## src/common/bus_fabric_macros.svh

```systemverilog
`ifndef BUS_FABRIC_MACROS_SVH
`define BUS_FABRIC_MACROS_SVH

// Bus payload sizes
`define BF_ADDR_W   32
`define BF_DATA_W   32
`define BF_SEL_W    4   // One select per byte lane

// SRAM chip geometry, word addressed
`define BF_SRAM_AW  20

// Number of SRAM slaves on the fabric
`define BF_NUM_SRAM 2

// Address windows, 4 MiB each
`define BF_BASE_RAM 32'h8000_0000
`define BF_EXT_RAM  32'h8040_0000
`define BF_WIN_MASK 32'hFFC0_0000

`endif
```

## src/common/bus_fabric_pkg.sv

```systemverilog
`default_nettype none

`include "bus_fabric_macros.svh"

package bus_fabric_pkg;

    // Bus payload
    typedef logic [`BF_ADDR_W-1:0] bus_addr_t;   // Byte address
    typedef logic [`BF_DATA_W-1:0] bus_data_t;
    typedef logic [`BF_SEL_W-1:0]  bus_sel_t;

    // Word address on the chip, bus address bits 21 down to 2
    typedef logic [`BF_SRAM_AW-1:0] sram_addr_t;

    typedef logic [`BF_NUM_SRAM-1:0] slave_vec_t;  // One bit per SRAM slave

    // Owner of the shared bus
    typedef enum logic {
        grant_inst,
        grant_data
    } grant_t;

endpackage

`default_nettype wire

```

## src/design/bus_fabric_top.sv

```systemverilog
`default_nettype none

`include "bus_fabric_macros.svh"

module bus_fabric_top import bus_fabric_pkg::*; (
    input  logic       sys_clk,
    input  logic       sys_rst,
    input  logic       inst_cyc_i,
    input  logic       inst_stb_i,
    input  logic       inst_we_i,
    input  bus_addr_t  inst_adr_i,
    input  bus_sel_t   inst_sel_i,
    input  bus_data_t  inst_dat_i,
    output logic       inst_ack_o,
    output logic       inst_err_o,
    output bus_data_t  inst_dat_o,
    input  logic       data_cyc_i,
    input  logic       data_stb_i,
    input  logic       data_we_i,
    input  bus_addr_t  data_adr_i,
    input  bus_sel_t   data_sel_i,
    input  bus_data_t  data_dat_i,
    output logic       data_ack_o,
    output logic       data_err_o,
    output bus_data_t  data_dat_o,
    output sram_addr_t base_ram_addr_o,
    input  bus_data_t  base_ram_dq_i,
    output bus_data_t  base_ram_dq_o,
    output logic       base_ram_dq_oe_o,
    output logic       base_ram_ce_n_o,
    output logic       base_ram_oe_n_o,
    output logic       base_ram_we_n_o,
    output bus_sel_t   base_ram_be_n_o,
    output sram_addr_t ext_ram_addr_o,
    input  bus_data_t  ext_ram_dq_i,
    output bus_data_t  ext_ram_dq_o,
    output logic       ext_ram_dq_oe_o,
    output logic       ext_ram_ce_n_o,
    output logic       ext_ram_oe_n_o,
    output logic       ext_ram_we_n_o,
    output bus_sel_t   ext_ram_be_n_o
);

    grant_t                       grant;
    slave_vec_t                   slave_stb;
    slave_vec_t                   slave_ack;
    bus_data_t [`BF_NUM_SRAM-1:0] slave_dat;
    logic                         miss_stb;
    logic                         done;
    logic                         bus_we;
    sram_addr_t                   bus_adr;
    bus_sel_t                     bus_sel;
    bus_data_t                    bus_wdat;

    // Chip pins per slave, index 0 is BaseRAM
    sram_addr_t [`BF_NUM_SRAM-1:0] ram_addr;
    bus_data_t [`BF_NUM_SRAM-1:0]  ram_dq_in;
    bus_data_t [`BF_NUM_SRAM-1:0]  ram_dq_out;
    logic [`BF_NUM_SRAM-1:0]       ram_dq_oe;
    logic [`BF_NUM_SRAM-1:0]       ram_ce_n;
    logic [`BF_NUM_SRAM-1:0]       ram_oe_n;
    logic [`BF_NUM_SRAM-1:0]       ram_we_n;
    bus_sel_t [`BF_NUM_SRAM-1:0]   ram_be_n;

    assign ram_dq_in = {ext_ram_dq_i, base_ram_dq_i};
    assign {ext_ram_addr_o, base_ram_addr_o}   = ram_addr;
    assign {ext_ram_dq_o, base_ram_dq_o}       = ram_dq_out;
    assign {ext_ram_dq_oe_o, base_ram_dq_oe_o} = ram_dq_oe;
    assign {ext_ram_ce_n_o, base_ram_ce_n_o}   = ram_ce_n;
    assign {ext_ram_oe_n_o, base_ram_oe_n_o}   = ram_oe_n;
    assign {ext_ram_we_n_o, base_ram_we_n_o}   = ram_we_n;
    assign {ext_ram_be_n_o, base_ram_be_n_o}   = ram_be_n;

    master_arbiter u_arbiter (
        .sys_clk     (sys_clk),
        .sys_rst     (sys_rst),
        .inst_cyc_i  (inst_cyc_i),
        .inst_stb_i  (inst_stb_i),
        .inst_we_i   (inst_we_i),
        .inst_adr_i  (inst_adr_i),
        .inst_sel_i  (inst_sel_i),
        .inst_dat_i  (inst_dat_i),
        .data_cyc_i  (data_cyc_i),
        .data_stb_i  (data_stb_i),
        .data_we_i   (data_we_i),
        .data_adr_i  (data_adr_i),
        .data_sel_i  (data_sel_i),
        .data_dat_i  (data_dat_i),
        .done_i      (done),
        .grant_o     (grant),
        .slave_stb_o (slave_stb),
        .miss_stb_o  (miss_stb),
        .bus_we_o    (bus_we),
        .bus_adr_o   (bus_adr),
        .bus_sel_o   (bus_sel),
        .bus_dat_o   (bus_wdat)
    );

    // One controller per SRAM chip
    for (genvar i = 0; i < `BF_NUM_SRAM; i++) begin : g_sram
        sram_port u_sram_port (
            .sys_clk      (sys_clk),
            .sys_rst      (sys_rst),
            .stb_i        (slave_stb[i]),
            .we_i         (bus_we),
            .adr_i        (bus_adr),
            .sel_i        (bus_sel),
            .dat_i        (bus_wdat),
            .sram_dq_i    (ram_dq_in[i]),
            .ack_o        (slave_ack[i]),
            .dat_o        (slave_dat[i]),
            .sram_addr_o  (ram_addr[i]),
            .sram_dq_o    (ram_dq_out[i]),
            .sram_dq_oe_o (ram_dq_oe[i]),
            .sram_ce_n_o  (ram_ce_n[i]),
            .sram_oe_n_o  (ram_oe_n[i]),
            .sram_we_n_o  (ram_we_n[i]),
            .sram_be_n_o  (ram_be_n[i])
        );
    end

    bus_return u_return (
        .sys_clk     (sys_clk),
        .sys_rst     (sys_rst),
        .grant_i     (grant),
        .slave_ack_i (slave_ack),
        .slave_dat_i (slave_dat),
        .miss_stb_i  (miss_stb),
        .done_o      (done),
        .inst_ack_o  (inst_ack_o),
        .inst_err_o  (inst_err_o),
        .inst_dat_o  (inst_dat_o),
        .data_ack_o  (data_ack_o),
        .data_err_o  (data_err_o),
        .data_dat_o  (data_dat_o)
    );

endmodule

`default_nettype wire

```

## src/design/bus_return.sv

```systemverilog
`default_nettype none

`include "bus_fabric_macros.svh"

module bus_return import bus_fabric_pkg::*; (
    input  logic                         sys_clk,
    input  logic                         sys_rst,
    input  grant_t                       grant_i,
    input  slave_vec_t                   slave_ack_i,
    input  bus_data_t [`BF_NUM_SRAM-1:0] slave_dat_i,
    input  logic                         miss_stb_i,
    output logic                         done_o,
    output logic                         inst_ack_o,
    output logic                         inst_err_o,
    output bus_data_t                    inst_dat_o,
    output logic                         data_ack_o,
    output logic                         data_err_o,
    output bus_data_t                    data_dat_o
);

    logic      err_q;
    logic      ack_any;
    bus_data_t rd_data;

    // One error pulse per miss strobe, the strobe drops right after done
    always_ff @(posedge sys_clk or posedge sys_rst) begin
        if (sys_rst) begin
            err_q <= 1'b0;
        end else begin
            err_q <= miss_stb_i & ~err_q;
        end
    end

    assign ack_any = |slave_ack_i;

    // Read data from whichever slave acks
    always_comb begin
        rd_data = '0;
        for (int i = 0; i < `BF_NUM_SRAM; i++) begin
            if (slave_ack_i[i]) begin
                rd_data = slave_dat_i[i];
            end
        end
    end

    assign done_o = ack_any | err_q;

    assign inst_ack_o = ack_any && (grant_i == grant_inst);
    assign inst_err_o = err_q && (grant_i == grant_inst);
    assign data_ack_o = ack_any && (grant_i == grant_data);
    assign data_err_o = err_q && (grant_i == grant_data);

    assign inst_dat_o = rd_data;
    assign data_dat_o = rd_data;  // Only meaningful with the matching ack

    a_single_ack: assert property (@(posedge sys_clk) disable iff (sys_rst)
        $onehot0(slave_ack_i));

endmodule

`default_nettype wire

```

## src/design/sram_port.sv

```systemverilog
`default_nettype none

module sram_port import bus_fabric_pkg::*; (
    input  logic       sys_clk,
    input  logic       sys_rst,
    input  logic       stb_i,
    input  logic       we_i,
    input  sram_addr_t adr_i,
    input  bus_sel_t   sel_i,
    input  bus_data_t  dat_i,
    input  bus_data_t  sram_dq_i,
    output logic       ack_o,
    output bus_data_t  dat_o,
    output sram_addr_t sram_addr_o,
    output bus_data_t  sram_dq_o,
    output logic       sram_dq_oe_o,
    output logic       sram_ce_n_o,
    output logic       sram_oe_n_o,
    output logic       sram_we_n_o,
    output bus_sel_t   sram_be_n_o
);

    // Cycle counter: 0 idle, 1 and 2 chip selected, 3 ack
    logic [1:0] cnt_q;
    logic       we_q;
    sram_addr_t addr_q;
    bus_sel_t   sel_q;
    bus_data_t  wdata_q;
    bus_data_t  rdata_q;
    logic       start;
    logic       active;

    assign start  = (cnt_q == 2'd0) && stb_i;
    assign active = (cnt_q == 2'd1) || (cnt_q == 2'd2);

    always_ff @(posedge sys_clk or posedge sys_rst) begin
        if (sys_rst) begin
            cnt_q <= 2'd0;
            we_q  <= 1'b0;
        end else if (start) begin
            cnt_q <= 2'd1;
            we_q  <= we_i;
        end else if (cnt_q != 2'd0) begin
            cnt_q <= cnt_q + 2'd1;  // Ack state wraps back to idle
        end
    end

    // Access payload, captured once per cycle
    always_ff @(posedge sys_clk) begin
        if (start) begin
            addr_q  <= adr_i;
            sel_q   <= sel_i;
            wdata_q <= dat_i;
        end
        if ((cnt_q == 2'd2) && !we_q) begin
            rdata_q <= sram_dq_i;  // End of the second read clock
        end
    end

    assign sram_addr_o = addr_q;
    assign sram_dq_o   = wdata_q;
    assign sram_ce_n_o = ~active;
    assign sram_oe_n_o = ~(active & ~we_q);
    assign sram_we_n_o = ~(active & we_q);
    assign sram_be_n_o = active ? ~sel_q : '1;

    // Write data kept on the bus through the ack clock, after we_n rises
    assign sram_dq_oe_o = we_q && (cnt_q != 2'd0);

    assign ack_o = (cnt_q == 2'd3);
    assign dat_o = rdata_q;

    a_oe_we_excl: assert property (@(posedge sys_clk) disable iff (sys_rst)
        !(!sram_oe_n_o && !sram_we_n_o));

    a_no_drive_on_read: assert property (@(posedge sys_clk) disable iff (sys_rst)
        !(sram_dq_oe_o && !sram_oe_n_o));

    // Arbiter keeps the strobe up for the whole chip cycle
    a_stb_held: assert property (@(posedge sys_clk) disable iff (sys_rst)
        (cnt_q != 2'd0) |-> stb_i);

endmodule

`default_nettype wire

```

## src/design/master_arbiter.sv

```systemverilog
`default_nettype none

`include "bus_fabric_macros.svh"

module master_arbiter import bus_fabric_pkg::*; (
    input  logic       sys_clk,
    input  logic       sys_rst,
    input  logic       inst_cyc_i,
    input  logic       inst_stb_i,
    input  logic       inst_we_i,
    input  bus_addr_t  inst_adr_i,
    input  bus_sel_t   inst_sel_i,
    input  bus_data_t  inst_dat_i,
    input  logic       data_cyc_i,
    input  logic       data_stb_i,
    input  logic       data_we_i,
    input  bus_addr_t  data_adr_i,
    input  bus_sel_t   data_sel_i,
    input  bus_data_t  data_dat_i,
    input  logic       done_i,
    output grant_t     grant_o,
    output slave_vec_t slave_stb_o,
    output logic       miss_stb_o,
    output logic       bus_we_o,
    output sram_addr_t bus_adr_o,
    output bus_sel_t   bus_sel_o,
    output bus_data_t  bus_dat_o
);

    // Window bases, indexed like the slave strobes
    localparam bus_addr_t win_base [`BF_NUM_SRAM] = '{`BF_BASE_RAM, `BF_EXT_RAM};

    logic       busy_q;
    grant_t     grant_q;
    slave_vec_t slave_stb_q;
    logic       miss_stb_q;
    logic       req_inst;
    logic       req_data;
    logic       take;
    grant_t     grant_d;
    logic       win_we;
    bus_addr_t  win_adr;
    bus_sel_t   win_sel;
    bus_data_t  win_dat;
    slave_vec_t hit;

    assign req_inst = inst_cyc_i & inst_stb_i;
    assign req_data = data_cyc_i & data_stb_i;
    assign take     = ~busy_q & (req_inst | req_data);
    assign grant_d  = req_data ? grant_data : grant_inst;  // Data port wins a tie

    // Request of the would-be winner
    always_comb begin
        if (grant_d == grant_data) begin
            win_we  = data_we_i;
            win_adr = data_adr_i;
            win_sel = data_sel_i;
            win_dat = data_dat_i;
        end else begin
            win_we  = inst_we_i;
            win_adr = inst_adr_i;
            win_sel = inst_sel_i;
            win_dat = inst_dat_i;
        end
    end

    always_comb begin
        for (int i = 0; i < `BF_NUM_SRAM; i++) begin
            hit[i] = (win_adr & `BF_WIN_MASK) == win_base[i];
        end
    end

    always_ff @(posedge sys_clk or posedge sys_rst) begin
        if (sys_rst) begin
            busy_q      <= 1'b0;
            grant_q     <= grant_inst;
            slave_stb_q <= '0;
            miss_stb_q  <= 1'b0;
        end else if (take) begin
            busy_q      <= 1'b1;
            grant_q     <= grant_d;
            slave_stb_q <= hit;
            miss_stb_q  <= ~|hit;  // Unmapped, error path
        end else if (busy_q && done_i) begin
            busy_q      <= 1'b0;
            slave_stb_q <= '0;
            miss_stb_q  <= 1'b0;
        end
    end

    always_ff @(posedge sys_clk) begin
        if (take) begin
            bus_we_o  <= win_we;
            bus_adr_o <= win_adr[`BF_SRAM_AW+1:2];
            bus_sel_o <= win_sel;
            bus_dat_o <= win_dat;
        end
    end

    assign grant_o     = grant_q;
    assign slave_stb_o = slave_stb_q;
    assign miss_stb_o  = miss_stb_q;

    a_strobe_onehot: assert property (@(posedge sys_clk) disable iff (sys_rst)
        $onehot0({slave_stb_o, miss_stb_o}));

endmodule

`default_nettype wire

```

## config.mk

```make
export PLATFORM = sky130hd
export DESIGN_NAME = bus_fabric_top
export DESIGN_NICKNAME = d
export VERILOG_FILES = /design/src/common/bus_fabric_pkg.sv /design/src/design/bus_fabric_top.sv /design/src/design/bus_return.sv /design/src/design/sram_port.sv /design/src/design/master_arbiter.sv
export VERILOG_INCLUDE_DIRS = /design/src /design/src/common
export SDC_FILE = /design/constraint.sdc
export NUM_CORES = 1
export LEC_CHECK = 0
export BUFFER_PORTS_ARGS = -buffer_cell sky130_fd_sc_hd__buf_2
export CELL_PAD_IN_SITES_DETAIL_PLACEMENT = 0
export CELL_PAD_IN_SITES_GLOBAL_PLACEMENT = 2
export CORE_MARGIN = 4
export CORE_UTILIZATION = 32
export CTS_BUF_LIST = sky130_fd_sc_hd__clkbuf_8 sky130_fd_sc_hd__clkbuf_16
export CTS_CLUSTER_SIZE = 25
export DETAILED_ROUTE_END_ITERATION = 8
export GPL_TIMING_DRIVEN = 0
export PLACE_DENSITY = 0.81
export SYNTH_ARGS = -nofsm -noshare
export SYNTH_HDL_FRONTEND = slang
export SYNTH_SLANG_ARGS = --single-unit
```

## constraint.sdc

```tcl
create_clock -name sys_clk -period 5.5 [get_ports sys_clk]
set_clock_uncertainty 0.15 [all_clocks]
set_input_delay 1.65 -clock sys_clk [delete_from_list [all_inputs] [get_ports sys_clk]]
set_output_delay 1.65 -clock sys_clk [all_outputs]
set_load 0.02 [all_outputs]
```

==> out/metrics.yaml <==
synth_top_cell_by_area: "edfxtp_1"
cts_setup_buffers: 0
layout_min_cycle_time_ns: 4.38
dieArea_sq_um: 30900
grt_pass1_vias: 5764
outcome: "complete, no violations"
cts_sinks: 245
final_common_cell: "buf_2"
power_per_cell_area_nw_per_um2: 477
arrival_ns: 2.58
vias: 5553
pre_cts_slack_ns: 1.62
ys_seq_area_share_pct: 81.0
period_share_pct: 79.6
p_leak_nw: 5.15
hold_buffers: 0
core_sq_um: 27800
ys.flop_type: "edfxtp_1"
syn_area_per_cell_sq_um: 20.0
antenna_found_initial: 2
end_kind: "output pin"
cts_tree: "done"
min-delay-start: "u_arbiter.bus_adr_o[16]"
wl_per_cell_um: 19.5
crit_path_end: "inst_dat_o[5]"
gr-total-overflow: 0
die_height_um: 176
htreeDepth: 1
hpwlAfterDp_mm: 18.8
ir_drop_mv: 0.192
tightest_slew_ns: 0.874
maxCapViolCount: 0
cts.repair.resized: 0
worst_ep_required_time_ns: 3.70
r2r_slack_ns: 3.38
drive_gt1_share_pct: 60.9
grt_max_degree: 58
slew-limit-headroom_pct: 41.7
floorplan.rows: 61
rr_startpoint: "g_sram[1].u_sram_port.cnt_q[0]"
fmax_mhz: 228
drc: 0
r2r_cells: 4
numCtsBuffers: 26
syn_nets: 665
synth.ff_latch_count: 245
path_max_fanout: 10
critPathLaunchType: "flop"
synth_cell_type_count: 29
worstHoldPathType: "reg -> reg"
final_nets: 1088
syn_to_final_growth_pct: 37.4
wirelength_mm: 24.8
die_x_um: 176
vias_per_cell: 4.37
maxSlewViolCount: 0
synth_area_sq_um: 9010
synthCells: 451
rsz0062_at_grt: "false"
cts_root_buf: "clkbuf_16"
r2r-end: "g_sram[1].u_sram_port.we_q"
pin_count: 396
crit_start: "g_sram[1].u_sram_port.cnt_q[0]"
gp_congestion: 0.761
clock_path_buffers: 3
final_cell_mix: "buf_2 (399), edfxtp_1 (233), mux2_2 (59), buf_4 (33), a22o_1 (32)"
drt-initial-drc-count: 269
fin_setup_tns_ns: 0
drt.antenna.violating_nets: 0
initial_core_util_pct: 32.4
insertion_delay_ns: 0.52
first_pass_iters: 4
finalSetupViolations: 0
crit_type: "reg -> out"
cts.clk_slew.worst_paths_ns: 0.07
grt_usage_pct: 15.1
synth-edff-count: 233
synth.top_cell.area_share_pct: 77.7
layout_setup_ws_ns: 1.12
finalHoldViolations: 0
ys_async_sr_fraction_pct: 4.90
synthTopCellsByArea: "edfxtp_1 (78%), mux2_2 (7.4%), dfrtp_1 (3.3%)"
port_buffers: 391
grt_pass1_wl_mm: 35.5
yosysWarnings: 0
## through the flow
step / power (W) / utilization, % / instance area (sq um) / std cells / hold slack (ns)
6_report: 0.00590 / 44.6 / 12400 / 1272 / 0.292
5_1_grt: 0.00619 / 44.5 / 12400 / 1270 / 0.301
4_1_cts: 0.00599 / 44.5 / 12400 / 1270 / 0.290
3_5_place_dp: 0.00430 / 41.6 / 11500 / 1224 / 0.279
3_3_place_gp: 0.00424 / 41.2 / 11400 / 1220 / 0.272
2_1_floorplan: 0.00359 / - / 9010 / 451 / 0.271
## worst max-delay path: stages, from the launching register on
cell,delay (ns)
dfrtp_1,0.41
ha_1,0.20
clkbuf_1,0.23
nor2b_1,0.16
clkbuf_1,0.23
buf_2,0.30
a22o_1,0.23
buf_4,0.12
buf_2,0.17
## report_power, final
group | switching (W) | leakage, nW | total (W) | internal, W
clock | 0.000733 | 0.409 | 0.00168 | 0.000951
combinational | 0.00108 | 2.45 | 0.00175 | 0.000671
sequential | 0.0000982 | 2.29 | 0.00247 | 0.00237
total | 0.00191 | 5.15 | 0.00590 | 0.00400
## area by class of cell
class	instances	area, sq um
fill	2553	15400
sequential	245	7300
timing repair buffer	395	2040
multi-input combinational	150	1400
clock buffer	27	676
tap	378	473
buffer	46	307
clock inverter	19	148
inverter	10	37.5
antenna	2	5.00
## sequential cells by signal (all words and copies together), names as in the netlist, 2 cells and up
register,count
g_sram.u_sram_port.dat_o,64
g_sram.u_sram_port.sel_q,8
g_sram.u_sram_port.sram_addr_o,40
g_sram.u_sram_port.we_q,2
g_sram.u_sram_port.cnt_q,4
u_arbiter.bus_sel_o,4
g_sram.u_sram_port.sram_dq_o,64
u_arbiter.bus_adr_o,20
u_arbiter.slave_stb_o,2
u_arbiter.bus_dat_o,32
## logic make-up (layout without fill, tap and decap cells)
| family | after synthesis | in the layout | share of synthesized area (%) |
|---|---|---|---|
| other | 0 | 2 | 0 |
| buffers and inverters | 56 | 497 | 3.82 |
| AOI/OAI and AO/OA | 44 | 44 | 4.35 |
| muxes | 61 | 61 | 7.60 |
| and+or+nand+nor | 39 | 39 | 2.40 |
| adders and majority gates | 6 | 6 | 0.833 |
| DFF | 245 | 245 | 81.0 |
## worst min-delay path by stage
stage,to,depth (start not counted)
2_1_floorplan,g_sram[0].u_sram_port.sel_q[0],0
3_3_place_gp,g_sram[0].u_sram_port.sram_dq_o[4],0
3_5_place_dp,g_sram[1].u_sram_port.sram_dq_o[18],0
4_1_cts,g_sram[1].u_sram_port.sram_dq_o[3],0
5_1_grt,g_sram[1].u_sram_port.sram_addr_o[4],0
6_report,g_sram[1].u_sram_port.sram_addr_o[16],0
## cells in the mapped netlist (all sizes together) (2+ instances only)
master  instances
edfxtp        233
mux2           59
buf            41
a22o           33
dfrtp          12
nand2          12
inv            10
nor2b          10
ha              6
clkbuf          5
o21ai           5
a21oi           3
and2            3
nor2            3
mux2i           2
nand2b          2
nor3            2
nor4            2
or3             2
## per-layer routing
layer	share of wire [%]	up-vias	track usage, %
met1	38	2619	17.7
met3	12	34	5.64
met4	1.7	0	3.48
met2	49	322	26.4
li1	-	2578	-
met5	0	-	0
(Power assumes the default switching activity.)
